## config.mk

```make
export PLATFORM = sky130hd
export DESIGN_NAME = dma_cluster_midend
export DESIGN_NICKNAME = d
export VERILOG_FILES = /design/src/hw/dma_pkg.sv /design/src/hw/dma_req_spill.sv /design/src/hw/dma_row_splitter.sv /design/src/hw/dma_group_distributor.sv /design/src/hw/dma_cluster_midend.sv
export VERILOG_INCLUDE_DIRS = /design/src /design/src/hw
export SDC_FILE = /design/constraint.sdc
export NUM_CORES = 1
export LEC_CHECK = 0
export BUFFER_PORTS_ARGS = -buffer_cell sky130_fd_sc_hd__buf_2
export CAP_MARGIN = 5
export CORE_MARGIN = 1.5
export CORE_UTILIZATION = 46
export CTS_CLUSTER_SIZE = 10
export DETAILED_ROUTE_END_ITERATION = 16
export GPL_TIMING_DRIVEN = 0
export PLACE_DENSITY_LB_ADDON = 0.05
export SLEW_MARGIN = 40
export SYNTH_ARGS = -nofsm -noshare
export SYNTH_HDL_FRONTEND = slang
export SYNTH_HIERARCHICAL = 1
export SYNTH_SLANG_ARGS = --single-unit
```

## constraint.sdc

```tcl
create_clock -name clk_i -period 10.4 [get_ports clk_i]
set_clock_uncertainty 0.05 [all_clocks]
set_input_delay 0 -clock clk_i [delete_from_list [all_inputs] [get_ports clk_i]]
set_output_delay 0 -clock clk_i [all_outputs]
set_load 0.01 [all_outputs]
```

## src/hw/dma_defines.svh

```systemverilog
// ~~~~~~~~~~~~~~~~~~~~~~~~~~~~~~~~~~~~~~~~~~~~~~~~~~~~~~~~~~
// Geometry of the DMA request path and the scratchpad.
// Include wherever the widths or the group count are needed
// ~~~~~~~~~~~~~~~~~~~~~~~~~~~~~~~~~~~~~~~~~~~~~~~~~~~~~~~~~~

`ifndef DMA_DEFINES_SVH
`define DMA_DEFINES_SVH

// Byte address and burst length
`define DMA_ADDR_WIDTH 32
`define DMA_LEN_WIDTH 16

// Interleaving of the scratchpad
`define DMA_NUM_GROUPS 4
`define DMA_BANKS_PER_GROUP 16
`define DMA_BANK_BYTES 4

// Scratchpad region
`define DMA_TCDM_BASE 32'h0000_0000
`define DMA_TCDM_SIZE 4096

`endif

```

## src/hw/dma_pkg.sv

```systemverilog
// ~~~~~~~~~~~~~~~~~~~~~~~~~~~~~~~~~~~~~~~~~~~~~~~~~~~~~~~~~~
// Types shared by all stages of the DMA request path and by
// the testbench. Widths follow from dma_defines.svh
// ~~~~~~~~~~~~~~~~~~~~~~~~~~~~~~~~~~~~~~~~~~~~~~~~~~~~~~~~~~

`include "dma_defines.svh"

package dma_pkg;

  // Bytes owned by one group in a row, and bytes in a full row
  localparam int unsigned GroupBytes = `DMA_BANKS_PER_GROUP * `DMA_BANK_BYTES;
  localparam int unsigned RowBytes = `DMA_NUM_GROUPS * GroupBytes;

  localparam int unsigned OffsetWidth = $clog2(GroupBytes);
  localparam int unsigned GroupIdxWidth = $clog2(`DMA_NUM_GROUPS);
  localparam int unsigned RowWidth = $clog2(`DMA_TCDM_SIZE / RowBytes);
  localparam int unsigned TagWidth = `DMA_ADDR_WIDTH - RowWidth - GroupIdxWidth - OffsetWidth;

  typedef logic [`DMA_ADDR_WIDTH-1:0] addr_t;
  typedef logic [`DMA_LEN_WIDTH-1:0] len_t;

  localparam addr_t TcdmBase = addr_t'(`DMA_TCDM_BASE);

  // Interleaved view of a scratchpad address
  typedef struct packed {
    logic [TagWidth-1:0]      tag;
    logic [RowWidth-1:0]      row;
    logic [GroupIdxWidth-1:0] group;
    logic [OffsetWidth-1:0]   offset;
  } tcdm_field_t;

  typedef union packed {
    addr_t       raw;
    tcdm_field_t fields;
  } tcdm_addr_u;

  typedef struct packed {
    addr_t      src;
    tcdm_addr_u dst;
    len_t       num_bytes;
  } dma_req_t;

endpackage

```

## src/hw/dma_req_spill.sv

```systemverilog
// ~~~~~~~~~~~~~~~~~~~~~~~~~~~~~~~~~~~~~~~~~~~~~~~~~~~~~~~~~~
// Two-entry spill register on the incoming DMA request.
// Cuts both the data path and the ready path
// ~~~~~~~~~~~~~~~~~~~~~~~~~~~~~~~~~~~~~~~~~~~~~~~~~~~~~~~~~~

module dma_req_spill (
  input  logic              clk_i,
  input  logic              arst_n_i,
  input  dma_pkg::dma_req_t data_i,
  input  logic              valid_i,
  output logic              ready_o,
  output dma_pkg::dma_req_t data_o,
  output logic              valid_o,
  input  logic              ready_i
);
  import dma_pkg::*;

  dma_req_t a_data_q;
  dma_req_t b_data_q;
  logic     a_full_q;
  logic     b_full_q;
  logic     a_fill;
  logic     a_drain;
  logic     b_fill;
  logic     b_drain;

  assign a_fill = valid_i && ready_o;
  // A leaves either to the output or into B when the output stalls
  assign a_drain = a_full_q && !b_full_q && ready_i;
  assign b_fill = a_full_q && !b_full_q && !ready_i;
  assign b_drain = b_full_q && ready_i;

  always_ff @(posedge clk_i or negedge arst_n_i) begin
    if (!arst_n_i) begin
      a_full_q <= 1'b0;
      b_full_q <= 1'b0;
    end else begin
      a_full_q <= a_fill || (a_full_q && !a_drain && !b_fill);
      b_full_q <= b_fill || (b_full_q && !b_drain);
    end
  end

  always_ff @(posedge clk_i) begin
    if (a_fill) begin
      a_data_q <= data_i;
    end
    if (b_fill) begin
      b_data_q <= a_data_q;
    end
  end

  // B always holds the older entry
  assign data_o = b_full_q ? b_data_q : a_data_q;
  assign valid_o = a_full_q || b_full_q;
  assign ready_o = !(a_full_q && b_full_q);

endmodule

```

## src/hw/dma_row_splitter.sv

```systemverilog
// ~~~~~~~~~~~~~~~~~~~~~~~~~~~~~~~~~~~~~~~~~~~~~~~~~~~~~~~~~~
// Cuts a burst into pieces that never cross a scratchpad row.
// Holds one burst at a time and emits one piece per handshake
// ~~~~~~~~~~~~~~~~~~~~~~~~~~~~~~~~~~~~~~~~~~~~~~~~~~~~~~~~~~

module dma_row_splitter (
  input  logic              clk_i,
  input  logic              arst_n_i,
  input  dma_pkg::dma_req_t req_i,
  input  logic              valid_i,
  output logic              ready_o,
  output dma_pkg::dma_req_t piece_o,
  output logic              valid_o,
  input  logic              ready_i,
  output logic              busy_o
);
  import dma_pkg::*;

  logic                                 busy_q;
  dma_req_t                             cur_q;
  tcdm_addr_u                           dst_rel;
  logic [GroupIdxWidth+OffsetWidth-1:0] row_off;
  len_t                                 row_room;
  len_t                                 piece_len;
  logic                                 last_piece;
  logic                                 accept;
  logic                                 advance;

  // Byte position of the remaining burst inside its row
  assign dst_rel.raw = cur_q.dst.raw - TcdmBase;
  assign row_off = {dst_rel.fields.group, dst_rel.fields.offset};
  assign row_room = len_t'(RowBytes) - len_t'(row_off);

  assign piece_len = (cur_q.num_bytes < row_room) ? cur_q.num_bytes : row_room;
  assign last_piece = (piece_len == cur_q.num_bytes);

  assign accept = valid_i && ready_o;
  assign advance = valid_o && ready_i;

  always_ff @(posedge clk_i or negedge arst_n_i) begin
    if (!arst_n_i) begin
      busy_q <= 1'b0;
    end else if (accept) begin
      // Empty bursts are dropped here
      busy_q <= (req_i.num_bytes != '0);
    end else if (advance && last_piece) begin
      busy_q <= 1'b0;
    end
  end

  always_ff @(posedge clk_i) begin
    if (accept) begin
      cur_q <= req_i;
    end else if (advance) begin
      cur_q.src <= cur_q.src + addr_t'(piece_len);
      cur_q.dst.raw <= cur_q.dst.raw + addr_t'(piece_len);
      cur_q.num_bytes <= cur_q.num_bytes - piece_len;
    end
  end

  assign piece_o.src = cur_q.src;
  assign piece_o.dst = cur_q.dst;
  assign piece_o.num_bytes = piece_len;

  assign valid_o = busy_q;
  assign ready_o = !busy_q;
  assign busy_o = busy_q;

endmodule

```

## src/hw/dma_group_distributor.sv

```systemverilog
// ~~~~~~~~~~~~~~~~~~~~~~~~~~~~~~~~~~~~~~~~~~~~~~~~~~~~~~~~~~
// Splits a row piece into one chunk per group window and
// offers each chunk on its group port until it is taken
// ~~~~~~~~~~~~~~~~~~~~~~~~~~~~~~~~~~~~~~~~~~~~~~~~~~~~~~~~~~

`include "dma_defines.svh"

module dma_group_distributor (
  input  logic                                    clk_i,
  input  logic                                    arst_n_i,
  input  dma_pkg::dma_req_t                       piece_i,
  input  logic                                    valid_i,
  output logic                                    ready_o,
  output dma_pkg::dma_req_t [`DMA_NUM_GROUPS-1:0] group_req_o,
  output logic              [`DMA_NUM_GROUPS-1:0] group_valid_o,
  input  logic              [`DMA_NUM_GROUPS-1:0] group_ready_i,
  output logic                                    busy_o
);
  import dma_pkg::*;

  localparam int unsigned NumGroups = `DMA_NUM_GROUPS;

  // Chunk bounds inside a group, up to and including GroupBytes
  typedef logic [OffsetWidth:0] span_t;

  logic     [NumGroups-1:0] pending_q;
  logic     [NumGroups-1:0] hit_d;
  dma_req_t [NumGroups-1:0] chunk_q;
  dma_req_t [NumGroups-1:0] chunk_d;
  tcdm_addr_u               first_rel;
  tcdm_addr_u               last_rel;
  logic                     accept;

  // First and last byte of the piece, relative to the scratchpad
  assign first_rel.raw = piece_i.dst.raw - TcdmBase;
  assign last_rel.raw = first_rel.raw + addr_t'(piece_i.num_bytes) - addr_t'(1);

  always_comb begin
    logic [GroupIdxWidth-1:0]             gi;
    logic [OffsetWidth-1:0]               lo_off;
    span_t                                hi_off;
    logic [GroupIdxWidth+OffsetWidth-1:0] skip;
    for (int g = 0; g < NumGroups; g++) begin
      gi = GroupIdxWidth'(g);
      hit_d[g] = (piece_i.num_bytes != '0) &&
                 (gi >= first_rel.fields.group) &&
                 (gi <= last_rel.fields.group);
      // Inner groups take their whole window
      lo_off = (gi == first_rel.fields.group) ? first_rel.fields.offset : '0;
      hi_off = (gi == last_rel.fields.group) ?
               {1'b0, last_rel.fields.offset} + span_t'(1) : span_t'(GroupBytes);
      skip = {gi, lo_off} - {first_rel.fields.group, first_rel.fields.offset};
      chunk_d[g].src = piece_i.src + addr_t'(skip);
      chunk_d[g].dst.raw = piece_i.dst.raw + addr_t'(skip);
      chunk_d[g].num_bytes = len_t'(hi_off - {1'b0, lo_off});
    end
  end

  assign accept = valid_i && ready_o;

  always_ff @(posedge clk_i or negedge arst_n_i) begin
    if (!arst_n_i) begin
      pending_q <= '0;
    end else if (accept) begin
      pending_q <= hit_d;
    end else begin
      pending_q <= pending_q & ~group_ready_i;
    end
  end

  always_ff @(posedge clk_i) begin
    if (accept) begin
      chunk_q <= chunk_d;
    end
  end

  assign group_req_o = chunk_q;
  assign group_valid_o = pending_q;
  assign busy_o = |pending_q;
  assign ready_o = ~|pending_q;

endmodule

```

## src/hw/dma_cluster_midend.sv

```systemverilog
// ~~~~~~~~~~~~~~~~~~~~~~~~~~~~~~~~~~~~~~~~~~~~~~~~~~~~~~~~~~
// DMA request path of the cluster: spill, row split, group
// distribution, plus the registered idle status
// ~~~~~~~~~~~~~~~~~~~~~~~~~~~~~~~~~~~~~~~~~~~~~~~~~~~~~~~~~~

`include "dma_defines.svh"

module dma_cluster_midend (
  input  logic                                    clk_i,
  input  logic                                    arst_n_i,
  input  dma_pkg::dma_req_t                       dma_req_i,
  input  logic                                    dma_req_valid_i,
  output logic                                    dma_req_ready_o,
  output dma_pkg::dma_req_t [`DMA_NUM_GROUPS-1:0] dma_group_req_o,
  output logic              [`DMA_NUM_GROUPS-1:0] dma_group_valid_o,
  input  logic              [`DMA_NUM_GROUPS-1:0] dma_group_ready_i,
  input  logic              [`DMA_NUM_GROUPS-1:0] group_idle_i,
  output logic                                    dma_idle_o
);
  import dma_pkg::*;

  dma_req_t req_cut;
  logic     req_cut_valid;
  logic     req_cut_ready;
  dma_req_t req_piece;
  logic     req_piece_valid;
  logic     req_piece_ready;
  logic     split_busy;
  logic     dist_busy;
  logic     idle_q;

  dma_req_spill i_req_spill (
    .clk_i   (clk_i          ),
    .arst_n_i(arst_n_i       ),
    .data_i  (dma_req_i      ),
    .valid_i (dma_req_valid_i),
    .ready_o (dma_req_ready_o),
    .data_o  (req_cut        ),
    .valid_o (req_cut_valid  ),
    .ready_i (req_cut_ready  )
  );

  dma_row_splitter i_row_splitter (
    .clk_i   (clk_i          ),
    .arst_n_i(arst_n_i       ),
    .req_i   (req_cut        ),
    .valid_i (req_cut_valid  ),
    .ready_o (req_cut_ready  ),
    .piece_o (req_piece      ),
    .valid_o (req_piece_valid),
    .ready_i (req_piece_ready),
    .busy_o  (split_busy     )
  );

  dma_group_distributor i_group_distributor (
    .clk_i        (clk_i            ),
    .arst_n_i     (arst_n_i         ),
    .piece_i      (req_piece        ),
    .valid_i      (req_piece_valid  ),
    .ready_o      (req_piece_ready  ),
    .group_req_o  (dma_group_req_o  ),
    .group_valid_o(dma_group_valid_o),
    .group_ready_i(dma_group_ready_i),
    .busy_o       (dist_busy        )
  );

  // Spill is empty exactly when it offers nothing
  always_ff @(posedge clk_i or negedge arst_n_i) begin
    if (!arst_n_i) begin
      idle_q <= 1'b1;
    end else begin
      idle_q <= !req_cut_valid && !split_busy && !dist_busy && (&group_idle_i);
    end
  end

  assign dma_idle_o = idle_q;

endmodule

```

==> results.txt <==
----------------------------------------------------
[Clock tree]
  Number of buffers inserted to repair setup after CTS ... 0
  Number of buffers added by the clock tree synthesis step ... 66
  Max clock buf depth ... 3
  Clock Latency Late Sink ... 0.60 ns
  TritonCTS clock tree ... yes
  CTS root buffer ... sky130_fd_sc_hd__clkbuf_16
  Number of sinks driven by the clock tree ... 536
  Number of H-tree branching levels ... 3
  Worst-path clk slew ... 0.06 ns

[Routing]
  Detailed-route wire length ... 90,500 µm
  Vias per Instance ... 5.45
  Routed Antenna Nets ... 0
  Residual DRC ... 0
  Final routed wire length divided by cell count ... 21.3 µm
  DRT Pass-1 Iters ... 5
  Starting DRC count in detailed routing ... 1,964
  Routed via count ... 23,133

[Setup path]
  Sort of element at the end of the critical path ... flip-flop
  Setup slack of the most critical reg-to-reg path ... 2.90 ns
  Peak fanout along the critical path ... 10
  End of the worst register-to-register path ... i_group_distributor/group_req_o[6]
  Crit path largest cell delay ... 0.65 ns
  Worst Path Required ... 10.68 ns
  Cell at the slowest stage of the critical path ... sky130_fd_sc_hd__o41ai_4
  Start-to-end type of the worst setup path ... reg2reg
  Length in cells of the worst reg-to-reg path ... 29
  Worst R2R Start ... i_row_splitter/piece_o[21]
  Crit path launch type ... flip-flop
  Data arrival time at the worst-slack endpoint ... 7.78 ns

[Logic synthesis]
  Portion of the post-synthesis area used by sequential elements ... 0.518
  Yosys warning total ... 6
  Post-synthesis cell count ... 2,731
  Simple-gate share of the synthesized area ... 0.133
  Complex-gate fraction of the synthesized area ... 0.0909
  Unique cell type count in the Yosys netlist ... 88
  Synth Area in XOR/XNOR ... 0.0876
  Synth Register Bits ... 536
  Adder and majority gate portion of the synthesized area ... 0.0691
  Post-synth EDFFs ... 528
  Combinational family with the most area after synthesis ... simple AND/OR/NAND/NOR gates
  Primary FF master, synth ... sky130_fd_sc_hd__edfxtp_1
  Total standard cell area after synthesis ... 31,000 µm²
  Share of synthesized registers carrying an async set or reset ... 0.0149
  Mean post-synth cell area ... 11.3 µm²
  Multiplexer area fraction after synthesis ... 0.0407

[Floorplanning]
  Die outline area ... 68,900 µm²
  Starting density of the core ... 0.468
  X dimension of the die ... 263 µm
  Die Y ... 263 µm
  IO Count ... 417
  FP Rows ... 94
  Core area ... 66,200 µm²

[Global route]
  GRT Residual Overflow ... 0
  Maximum number of pins on one net before global-route repair ... 46
  Antenna violations before repair ... 0
  Number of global-route vias before repair ... 22,797
  First-pass GRT wire length ... 137,000 µm
  GRT Total Usage ... 0.258

[Timing]
  Setup violation total in the final timing report ... 0
  Min Tclk post-route ... 7.50 ns
  Worst Tran Pin Value ... 0.853 ns
  Max Slew Vio Count ... 0
  Fin crit share ... 0.722
  Unrepaired setup endpoints after global routing ... false
  Fmax ... 133 MHz
  Count of final hold-check violations ... 0
  Worst path setup slack after routing ... 2.90 ns
  Worst rel slew slack ... 0.424

[Cells and area]
  Total number of nets in the final design ... 3,606
  Synth-to-Final Area Change ... 20.6%
  Commonest cells after routing, fill and taps aside ... sky130_fd_sc_hd__edfxtp_1 (528), sky130_fd_sc_hd__buf_2 (445), sky130_fd_sc_hd__nand2_1 (245), sky130_fd_sc_hd__nor2_1 (190), sky130_fd_sc_hd__xnor2_1 (167)
  Number of inserted filler cells in the final layout ... 5,730
  Most common cell after layout, fill and taps aside ... sky130_fd_sc_hd__edfxtp_1
  Inserted Diodes ... 0
  Share of post-route cells with drive strength above 1 ... 0.237
  Count of placed standard cells in the final layout, fillers left out ... 4,248

[Worst hold path]
  Worst-case hold path end point ... i_req_spill/a_data_q[36]
  Kind of path behind the tightest hold check ... in2reg
  Number of stages on the worst hold path ... 2
  Hold path startpoint ... dma_req_i[36]

[Placement]
  HPWL after DPL ... 68,500 µm
  Worst slack at placement ... 2.97 ns
  Inst Count DP ... 4,057
  Final Wtd Congestion ... 0.922
  Number of port buffers ... 416

[Run status]
  Run status ... finished, final reports clean

[Run]
  Maximum capacitance violations ... 0

----------------------------------------------------
[worst max path at each step]
stage                                              start                                    to  depth (start not counted)
CTS                           i_row_splitter/piece_o[21]    i_group_distributor/group_req_o[6]                         29
global placement    i_group_distributor/group_valid_o[1]  i_group_distributor/group_valid_o[1]                          4
detailed placement            i_row_splitter/piece_o[21]    i_group_distributor/group_req_o[6]                         29
floorplan           i_group_distributor/group_valid_o[1]  i_group_distributor/group_valid_o[1]                          4
global route                  i_row_splitter/piece_o[21]    i_group_distributor/group_req_o[7]                         27
finish                        i_row_splitter/piece_o[21]    i_group_distributor/group_req_o[6]                         29
[through the flow]
| step | utilization | instance area, µm² | TNS, ns | hold WS [ns] |
|---|---|---|---|---|
| detailed placement | 0.522 | 34600 | 0 | -0.0982 |
| CTS | 0.564 | 37400 | 0 | 0.0189 |
| global route | 0.565 | 37400 | 0 | 0.0439 |
| finish | 0.565 | 37400 | 0 | 0.0557 |
| global placement | 0.517 | 34200 | -575.25 | -0.101 |
| floorplan | - | 31100 | 0 | -0.346 |
[kinds of logic after synthesis]
| family | after synthesis |
|---|---|
| buffers and inverters | 359 |
| and+or+nand+nor | 824 |
| muxes | 102 |
| adders and majority gates | 164 |
| other | 1 |
| DFF | 536 |
| xor gates and xnor gates | 310 |
| AOI/OAI and AO/OA | 435 |
[layer usage]
| metal | up-vias | share of wire | wire [µm] | global-route usage |
|---|---|---|---|---|
| li1 | 10958 | - | - | - |
| met1 | 11201 | 0.44 | 39500 | 0.353 |
| met2 | 833 | 0.47 | 42300 | 0.421 |
| met3 | 141 | 0.064 | 5780 | 0.0355 |
| met4 | 0 | 0.031 | 2850 | 0.0929 |
| met5 | - | 0 | 0 | 0 |
[cell usage after synthesis, types with 75 or more instances]
cell type	n	area, µm²
sky130_fd_sc_hd__nand3_1	82	410
sky130_fd_sc_hd__xor2_1	143	1250
sky130_fd_sc_hd__a21oi_1	115	576
sky130_fd_sc_hd__o21ai_0	103	515
sky130_fd_sc_hd__buf_4	109	818
sky130_fd_sc_hd__edfxtp_1	528	15900
sky130_fd_sc_hd__ha_1	152	1900
sky130_fd_sc_hd__inv_1	126	473
sky130_fd_sc_hd__nor2_1	190	713
sky130_fd_sc_hd__clkbuf_1	75	282
sky130_fd_sc_hd__xnor2_1	167	1460
sky130_fd_sc_hd__nand2_1	246	923
[state kept, by name, indices dropped and copies added (netlist names)]
signal	cells
i_req_spill/b_full_q	1
i_group_distributor/group_valid_o	4
dma_idle_o	1
i_row_splitter/busy_o	1
i_req_spill/a_full_q	1
i_req_spill/a_data_q	80
i_row_splitter/piece_o	64
i_req_spill/b_data_q	80
i_group_distributor/group_req_o	288
i_row_splitter/cur_q	16
[cell type report]
| class | count | area (µm²) | area share |
|---|---|---|---|
| sequential | 536 | 16100 | 0.430 |
| multi-input combinational | 1856 | 13200 | 0.353 |
| timing repair buffer | 532 | 3300 | 0.0884 |
| clock buffer | 87 | 1760 | 0.0471 |
| buffer | 231 | 1400 | 0.0373 |
| tap | 864 | 1080 | 0.0289 |
| inverter | 128 | 480 | 0.0129 |
| clock inverter | 14 | 118 | 0.00315 |
[worst max-delay path: cells and delay by family, from the launching register on]
| family | cells | cell delay (ns) |
|---|---|---|
| and+or+nand+nor | 8 | 1.55 |
| xor gates and xnor gates | 2 | 0.61 |
| DFF | 1 | 0.51 |
| buffers and inverters | 5 | 0.65 |
| AOI/OAI and AO/OA | 7 | 2.05 |
| adders and majority gates | 6 | 1.53 |
| muxes | 1 | 0.26 |
[what timing repair did]
action                                 CTS  global route
endpoints found under the hold margin  108             0
hold buffers                            90             0
resized for setup                        0             0
Power is not shown: default switching activity piles up to over one toggle a cycle in this logic, so the estimate is an artifact.
